### src/chip_cfg_pkg.sv
package chip_cfg_pkg;

  ////////////////////////////////////////
  // Link widths

  localparam int did_width_lp  = 4;
  localparam int word_width_lp = 16;

  typedef logic [did_width_lp-1:0]  did_t;
  typedef logic [word_width_lp-1:0] word_t;

  ////////////////////////////////////////
  // Tag clients

  localparam int tag_num_clients_lp = 3;

  // Two address bits, id 3 has no client behind it
  typedef logic [1:0] client_id_t;

  localparam client_id_t client_core_lp   = 2'd0;
  localparam client_id_t client_host_lp   = 2'd1;
  localparam client_id_t client_router_lp = 2'd2;

  // Configuration held by every client
  typedef struct packed
  {
    logic reset;
    did_t did;
  } tag_payload_t;

  localparam int tag_payload_bits_lp = $bits(tag_payload_t);

  typedef enum logic [1:0]
  {
    tag_idle_e,
    tag_id_e,
    tag_payload_e
  } tag_state_e;

  ////////////////////////////////////////
  // Link flits

  typedef struct packed
  {
    did_t  dst;
    did_t  src;
    word_t data;
  } flit_t;

  localparam int repeat_stages_lp = 3;

endpackage

### src/tag_master.sv
module tag_master
(
  input  logic                       clk_i,
  input  logic                       rst_n_i,

  input  logic                       tag_data_i,
  input  logic                       tag_en_i,

  output chip_cfg_pkg::tag_payload_t core_cfg_o,
  output chip_cfg_pkg::tag_payload_t host_cfg_o,
  output chip_cfg_pkg::tag_payload_t router_cfg_o
);

  import chip_cfg_pkg::*;

  typedef logic [$clog2(tag_payload_bits_lp)-1:0] bit_cnt_t;

  logic                              tag_bit;
  tag_state_e                        state_r;
  tag_state_e                        state_n;
  bit_cnt_t                          bit_cnt_r;
  logic                              last_id_bit;
  logic                              last_payload_bit;
  client_id_t                        id_r;
  logic [tag_payload_bits_lp-1:0]    shift_r;
  logic                              write_v_r;
  tag_payload_t [tag_num_clients_lp-1:0] cfg_r;

  // A disabled line reads as idle
  assign tag_bit = tag_en_i & tag_data_i;

  assign last_id_bit      = (state_r == tag_id_e)
                          && (bit_cnt_r == bit_cnt_t'($bits(client_id_t) - 1));
  assign last_payload_bit = (state_r == tag_payload_e)
                          && (bit_cnt_r == bit_cnt_t'(tag_payload_bits_lp - 1));

  ////////////////////////////////////////
  // Packet FSM

  always_comb
  begin
    state_n = state_r;
    case (state_r)
      tag_idle_e:
      begin
        if (tag_bit)
          state_n = tag_id_e;
      end
      tag_id_e:
      begin
        if (last_id_bit)
          state_n = tag_payload_e;
      end
      tag_payload_e:
      begin
        if (last_payload_bit)
          state_n = tag_idle_e;
      end
      default:
        state_n = tag_idle_e;
    endcase
  end

  always_ff @(posedge clk_i or negedge rst_n_i)
  begin
    if (!rst_n_i)
    begin
      state_r   <= tag_idle_e;
      bit_cnt_r <= '0;
      write_v_r <= 1'b0;
    end
    else
    begin
      state_r   <= state_n;
      write_v_r <= last_payload_bit;
      // Count restarts on every phase change
      if (state_n != state_r)
        bit_cnt_r <= '0;
      else if (state_r != tag_idle_e)
        bit_cnt_r <= bit_cnt_r + 1'b1;
    end
  end

  // MSB first for both fields
  always_ff @(posedge clk_i)
  begin
    if (state_r == tag_id_e)
      id_r <= {id_r[0], tag_bit};
    if (state_r == tag_payload_e)
      shift_r <= {shift_r[tag_payload_bits_lp-2:0], tag_bit};
  end

  ////////////////////////////////////////
  // Client registers

  always_ff @(posedge clk_i or negedge rst_n_i)
  begin
    if (!rst_n_i)
    begin
      for (int i = 0; i < tag_num_clients_lp; i++)
      begin
        cfg_r[i].reset <= 1'b1;
        cfg_r[i].did   <= '0;
      end
    end
    else if (write_v_r && (id_r < client_id_t'(tag_num_clients_lp)))
    begin
      cfg_r[id_r] <= tag_payload_t'(shift_r);
    end
  end

  assign core_cfg_o   = cfg_r[client_core_lp];
  assign host_cfg_o   = cfg_r[client_host_lp];
  assign router_cfg_o = cfg_r[client_router_lp];

endmodule

### src/link_endpoint.sv
module link_endpoint
(
  input  logic                clk_i,
  input  logic                rst_n_i,

  input  logic                flush_i,
  input  chip_cfg_pkg::did_t  src_did_i,
  input  chip_cfg_pkg::did_t  dst_did_i,

  input  logic                word_v_i,
  input  chip_cfg_pkg::word_t word_i,
  output logic                word_ready_o,

  output logic                flit_v_o,
  output chip_cfg_pkg::flit_t flit_o,
  input  logic                flit_ready_i
);

  import chip_cfg_pkg::*;

  flit_t flit_r;
  logic  flit_v_r;
  logic  word_xfer;
  logic  flit_xfer;

  ////////////////////////////////////////
  // Handshakes

  // Room when empty or when the held flit leaves this cycle
  assign word_ready_o = ~flush_i & (~flit_v_r | flit_ready_i);
  assign flit_v_o     = flit_v_r & ~flush_i;

  assign word_xfer = word_v_i & word_ready_o;
  assign flit_xfer = flit_v_o & flit_ready_i;

  always_ff @(posedge clk_i or negedge rst_n_i)
  begin
    if (!rst_n_i)
      flit_v_r <= 1'b0;
    else if (flush_i)
      flit_v_r <= 1'b0;
    else if (word_xfer)
      flit_v_r <= 1'b1;
    else if (flit_xfer)
      flit_v_r <= 1'b0;
  end

  // Ids are captured with the word
  always_ff @(posedge clk_i)
  begin
    if (word_xfer)
    begin
      flit_r.dst  <= dst_did_i;
      flit_r.src  <= src_did_i;
      flit_r.data <= word_i;
    end
  end

  assign flit_o = flit_r;

endmodule

### src/link_repeater.sv
module link_repeater
(
  input  logic                clk_i,
  input  logic                rst_n_i,

  input  logic                flush_i,

  input  logic                in_v_i,
  input  chip_cfg_pkg::flit_t in_flit_i,
  output logic                in_ready_o,

  output logic                out_v_o,
  output chip_cfg_pkg::flit_t out_flit_o,
  input  logic                out_ready_i
);

  import chip_cfg_pkg::*;

  flit_t head_r;
  flit_t spare_r;
  logic  head_v_r;
  logic  spare_v_r;
  logic  in_xfer;
  logic  out_xfer;
  logic  head_load;

  ////////////////////////////////////////
  // Handshakes

  // Ready only looks at the spare entry
  assign in_ready_o = ~spare_v_r & ~flush_i;
  assign out_v_o    = head_v_r & ~flush_i;
  assign out_flit_o = head_r;

  assign in_xfer   = in_v_i & in_ready_o;
  assign out_xfer  = out_v_o & out_ready_i;
  assign head_load = ~head_v_r | out_xfer;

  ////////////////////////////////////////
  // Entry control

  always_ff @(posedge clk_i or negedge rst_n_i)
  begin
    if (!rst_n_i)
    begin
      head_v_r  <= 1'b0;
      spare_v_r <= 1'b0;
    end
    else if (flush_i)
    begin
      head_v_r  <= 1'b0;
      spare_v_r <= 1'b0;
    end
    else if (head_load)
    begin
      head_v_r  <= spare_v_r | in_xfer;
      spare_v_r <= 1'b0;
    end
    else if (in_xfer)
    begin
      spare_v_r <= 1'b1;
    end
  end

  // Spare drains into head before any new input
  always_ff @(posedge clk_i)
  begin
    if (head_load)
      head_r <= spare_v_r ? spare_r : in_flit_i;
    else if (in_xfer)
      spare_r <= in_flit_i;
  end

endmodule

### src/chip_cfg_top.sv
module chip_cfg_top
(
  input  logic                clk_i,
  input  logic                rst_n_i,

  input  logic                tag_data_i,
  input  logic                tag_en_i,

  input  logic                word_v_i,
  input  chip_cfg_pkg::word_t word_i,
  output logic                word_ready_o,

  output logic                flit_v_o,
  output chip_cfg_pkg::flit_t flit_o,
  input  logic                flit_ready_i,

  output logic                core_reset_o,
  output chip_cfg_pkg::did_t  core_did_o
);

  import chip_cfg_pkg::*;

  ////////////////////////////////////////
  // Tag master

  tag_payload_t core_cfg_lo;
  tag_payload_t host_cfg_lo;
  tag_payload_t router_cfg_lo;
  logic         link_flush;

  tag_master u_tag_master
  (
    .clk_i        (clk_i),
    .rst_n_i      (rst_n_i),
    .tag_data_i   (tag_data_i),
    .tag_en_i     (tag_en_i),
    .core_cfg_o   (core_cfg_lo),
    .host_cfg_o   (host_cfg_lo),
    .router_cfg_o (router_cfg_lo)
  );

  assign core_reset_o = core_cfg_lo.reset;
  assign core_did_o   = core_cfg_lo.did;

  // Router reset holds the whole link path empty
  assign link_flush = router_cfg_lo.reset;

  ////////////////////////////////////////
  // Link path

  // Hop 0 is the endpoint output, last hop is the block output
  logic  [repeat_stages_lp:0] link_v;
  logic  [repeat_stages_lp:0] link_ready;
  flit_t [repeat_stages_lp:0] link_flit;

  link_endpoint u_link_endpoint
  (
    .clk_i        (clk_i),
    .rst_n_i      (rst_n_i),
    .flush_i      (link_flush),
    .src_did_i    (core_cfg_lo.did),
    .dst_did_i    (host_cfg_lo.did),
    .word_v_i     (word_v_i),
    .word_i       (word_i),
    .word_ready_o (word_ready_o),
    .flit_v_o     (link_v[0]),
    .flit_o       (link_flit[0]),
    .flit_ready_i (link_ready[0])
  );

  for (genvar i = 0; i < repeat_stages_lp; i++)
  begin : g_repeater
    link_repeater u_link_repeater
    (
      .clk_i       (clk_i),
      .rst_n_i     (rst_n_i),
      .flush_i     (link_flush),
      .in_v_i      (link_v[i]),
      .in_flit_i   (link_flit[i]),
      .in_ready_o  (link_ready[i]),
      .out_v_o     (link_v[i+1]),
      .out_flit_o  (link_flit[i+1]),
      .out_ready_i (link_ready[i+1])
    );
  end

  assign flit_v_o                     = link_v[repeat_stages_lp];
  assign flit_o                       = link_flit[repeat_stages_lp];
  assign link_ready[repeat_stages_lp] = flit_ready_i;

endmodule

### config.mk
export PLATFORM = sky130hd
export DESIGN_NAME = chip_cfg_top
export DESIGN_NICKNAME = d
export VERILOG_FILES = /design/src/chip_cfg_pkg.sv /design/src/tag_master.sv /design/src/link_endpoint.sv /design/src/link_repeater.sv /design/src/chip_cfg_top.sv
export SDC_FILE = /design/constraint.sdc
export NUM_CORES = 1
export LEC_CHECK = 0
export ABC_AREA = 0
export ABC_CLOCK_PERIOD_IN_PS = 7250
export BUFFER_PORTS_ARGS = -buffer_cell sky130_fd_sc_hd__buf_2
export CELL_PAD_IN_SITES_DETAIL_PLACEMENT = 0
export CELL_PAD_IN_SITES_GLOBAL_PLACEMENT = 2
export CORE_MARGIN = 2
export CORE_UTILIZATION = 48
export DETAILED_ROUTE_END_ITERATION = 10
export GPL_ROUTABILITY_DRIVEN = 0
export PLACE_DENSITY = 0.82
export SYNTH_ARGS = -nofsm -noshare
export SYNTH_HDL_FRONTEND = slang
export SYNTH_SLANG_ARGS = --single-unit
### constraint.sdc
create_clock -name clk_i -period 7.25 [get_ports clk_i]
set_clock_uncertainty 0.05 [all_clocks]
set_input_delay 0.725 -clock clk_i [delete_from_list [all_inputs] [get_ports clk_i]]
set_output_delay 0.725 -clock clk_i [all_outputs]
set_load 0.005 [all_outputs]
==> key figures <==
Routing
  • Pre-antenna DRT Iters: 4
  • Detailed-route via count: roughly 3000
  • Via-to-Cell Ratio: between 4 and 5
  • Detail-routed net length per standard cell: between 15 and 20 um
  • Routed Wire Length: around 9.4 mm
  • Residual DRC count: 0
  • DRT iter0 DRCs: roughly 220
  • DRT antenna net count: 0

Placed design
  • HPWL reported at the end of detailed placement: slightly above 6 mm
  • Placed Area: ~0.0076 mm2
  • Number of port buffers: 52

Clock tree
  • Later-pin clock latency in the skew report: 0.42 ns
  • Longest Clk Path Bufs: 2
  • Number of buffers added to fix hold violations after cts: 0
  • Post-cts repair resize count: 0
  • CTS Root Buffer Type: sky130_fd_sc_hd__clkbuf_16
  • H-tree level count: 4
  • CTS Sinks: roughly 200
  • Number of buffers inserted by post-CTS setup repair: 0
  • CTS tree: yes
  • Number of buffers created by CTS: 17
  • Clock slew seen by the registers of the worst setup and hold paths: ~0.060 ns

Timing
  • Final period demand of the worst path: 2.606 ns
  • Final Hold Viols: 0
  • Max-slew violation count: 0
  • Final setup violating endpoints: 0
  • Setup repair after global routing missed its margin: false
  • Max-slew headroom: roughly 18%
  • Maximum achievable frequency: between 300 and 400 MHz
  • Least-Margin Pin Slew: between 1 and 1.5 ns
  • Setup TNS after final layout: 0 ns
  • Final hold slack: about 0.23 ns
  • Share of the clock period used by the worst path after layout: between 30 and 40%

Critical path
  • Kind of capture point of the worst setup path: output pin
  • Crit path kind: reg -> out
  • Maximum net fanout on the critical path: 28
  • Arrival time at the worst endpoint: around 1.8 ns
  • WP data required: ~6.5 ns
  • Startpoint type of the worst setup path: register

Yosys
  • Register bit total from synthesis: 198
  • Ranking of synthesized cells by instance count: 175 x sky130_fd_sc_hd__edfxtp_1, 48 x sky130_fd_sc_hd__mux2_1, 35 x sky130_fd_sc_hd__mux2_2
  • Mean instance size in the synthesized netlist: ~21 um2
  • Proportion of register bits with asynchronous set or reset after synthesis: between 10% and 20%
  • Top cells by area, synth: sky130_fd_sc_hd__edfxtp_1 73%, sky130_fd_sc_hd__mux2_1 7.5%, sky130_fd_sc_hd__dfrtp_1 7.3%
  • Yosys Warn Count: 0
  • Gate Count Post-Synth: ~340
  • Number of library cell types mapped by synthesis: 28
  • Library cell with the highest instance count after synthesis: sky130_fd_sc_hd__edfxtp_1
  • Most area-hungry cell type in the Yosys netlist: sky130_fd_sc_hd__edfxtp_1
  • Synthesized net count: around 370
  • Number of flops mapped to enable cells by yosys: ~180
  • Combined area of all synthesized cells: 0.007163 mm2
  • Area fraction of the dominant cell type after synthesis: approximately 73%
  • Sequential-to-total area share from yosys stat: about four fifths
  • Most instantiated flip-flop cell in the synthesis netlist: sky130_fd_sc_hd__edfxtp_1

Floorplanning
  • Die outline height: between 100 and 150 um
  • Standard-cell rows: 44
  • Number of top-level design ports: 53
  • Initial cell density of the core: 49.29%
  • Die width: around 130 um
  • CORE AREA: between 0.01 and 0.015 mm2
  • Total die area: between 0.015 and 0.02 mm2

Power
  • Peak ir drop on the vdd network: about 0.18 mV
  • Total leakage power: 2.992 nW
  • Pwr per Cell Area: just over 400 mW/mm2

Cells and area
  • Post-layout instance area: between 0.008 and 0.009 mm2
  • Number of fill cells in the layout: roughly 1100
  • Area Overhead vs Synth: 14.36%
  • Share of final-layout standard cells stronger than drive strength 1: between 30 and 40%
  • Final #Nets: 432
  • Inserted Diodes: 0

Status
  • Status: complete, no violations

GRT
  • Number of global-route vias before repair: 3120
  • Overflow left after global routing: 0
  • Initial antenna violation count: 0
  • Wire length of the first global-routing pass: around 16 mm
  • GRT Overall Usage: 12.75%
  • Maximum number of pins on one net before global-route repair: 30

Worst hold path
  • Worst hold-check path type: in -> async

Job
  • Max-capacitance violation count: 0
==> logic make-up after synthesis <==
family	count (synthesis)	share of synthesized area, %
flip-flops	198	81.43
multiplexers	83	13.05
AND/OR/NAND/NOR	31	2.708
AO/OA/AOI/OAI	14	1.258
buffers and inverters	14	1.030
adder cells (fa/ha/maj)	3	0.5241
==> routing by layer <==
| layer | GRT usage, % | vias to the layer above | share of wire (%) |
|---|---|---|---|
| met5 | 0 | - | 0 |
| li1 | - | 1458 | - |
| met4 | 6.593 | 0 | 2.0 |
| met1 | 17.24 | 1483 | 48 |
| met3 | 3.781 | 13 | 3.6 |
| met2 | 18.91 | 53 | 46 |
==> worst max-delay path, cell delays in order, from the launching register on <==
cell	delay, ns
sky130_fd_sc_hd__dfrtp_1	1.04
sky130_fd_sc_hd__a21oi_1	0.18
sky130_fd_sc_hd__buf_2	0.19
==> cells in the final DEF (no fill, tap or decap), types with 4 or more instances in the layout <==
cell type                   count
sky130_fd_sc_hd__edfxtp_1     175
sky130_fd_sc_hd__buf_2         52
sky130_fd_sc_hd__mux2_1        48
sky130_fd_sc_hd__mux2_2        35
sky130_fd_sc_hd__dfrtp_1       21
sky130_fd_sc_hd__clkbuf_16     17
sky130_fd_sc_hd__nor2_1         8
sky130_fd_sc_hd__clkinv_2       8
sky130_fd_sc_hd__nand2_1        5
sky130_fd_sc_hd__a21oi_1        5
sky130_fd_sc_hd__inv_1          4
==> stage by stage <==
step                power, mW  setup slack [ns]  utilization, %  instances
floorplan               2.277             2.738               -        343
global placement        2.442             4.786           52.61        572
detailed placement      2.481             4.713           52.61        572
CTS                     3.346             4.612           56.36        604
global route            3.480             4.483           56.36        604
finish                  3.308             4.644           56.36        604
==> where the power goes <==
group          leakage (nW)  switching (mW)  internal, mW  total [mW]
registers              2.00           0.204          1.75        1.96
logic                 0.724           0.235         0.253       0.488
clock network         0.272           0.375         0.486       0.861
==> sequential cells by signal, summed over array words and instances (netlist names) <==
name and flops:
u_link_endpoint.flit_o 24, g_repeater.u_link_repeater.spare_v_r 3, g_repeater.u_link_repeater.spare_r 72, g_repeater.u_link_repeater.head_v_r 3, u_tag_master.router_cfg_o 1, g_repeater.u_link_repeater.out_flit_o 72, u_tag_master.core_cfg_o 5, u_link_endpoint.flit_v_r 1
u_tag_master.host_cfg_o 4, u_tag_master.write_v_r 1, u_tag_master.shift_r 5, u_tag_master.id_r 2, u_tag_master.bit_cnt_r 3, u_tag_master.state_r 2
==> cell type report <==
| cell class | count | area, um2 | share of cell area [%] |
|---|---|---|---|
| clock inverter | 11 | 85.08 | 1.039 |
| sequential | 198 | 5833 | 71.21 |
| timing repair buffer | 55 | 282.8 | 3.452 |
| tap | 184 | 230.2 | 2.810 |
| clock buffer | 21 | 460.4 | 5.621 |
| inverter | 4 | 15.01 | 0.1833 |
| multi-input combinational | 131 | 1285 | 15.69 |
==> worst paths after layout <==
kind                                                             end                                          from  depth (start not counted)  slack [ns]
max                                                     word_ready_o       g_repeater[0].u_link_repeater.spare_v_r                          2        4.64
min                                        u_tag_master.bit_cnt_r[2]                                       rst_n_i                          1        0.23
max reg2reg                               u_link_endpoint.flit_o[13]       g_repeater[0].u_link_repeater.spare_v_r                          2        4.88
min reg2reg                g_repeater[2].u_link_repeater.spare_r[11]  g_repeater[1].u_link_repeater.out_flit_o[11]                          0        0.39
max in group asynchronous                 u_tag_master.core_cfg_o[4]                                       rst_n_i                          1        6.55
min in group clk_i         g_repeater[2].u_link_repeater.spare_r[11]  g_repeater[1].u_link_repeater.out_flit_o[11]                          0        0.39
No activity file was read; power rests on OpenSTA's default activity.
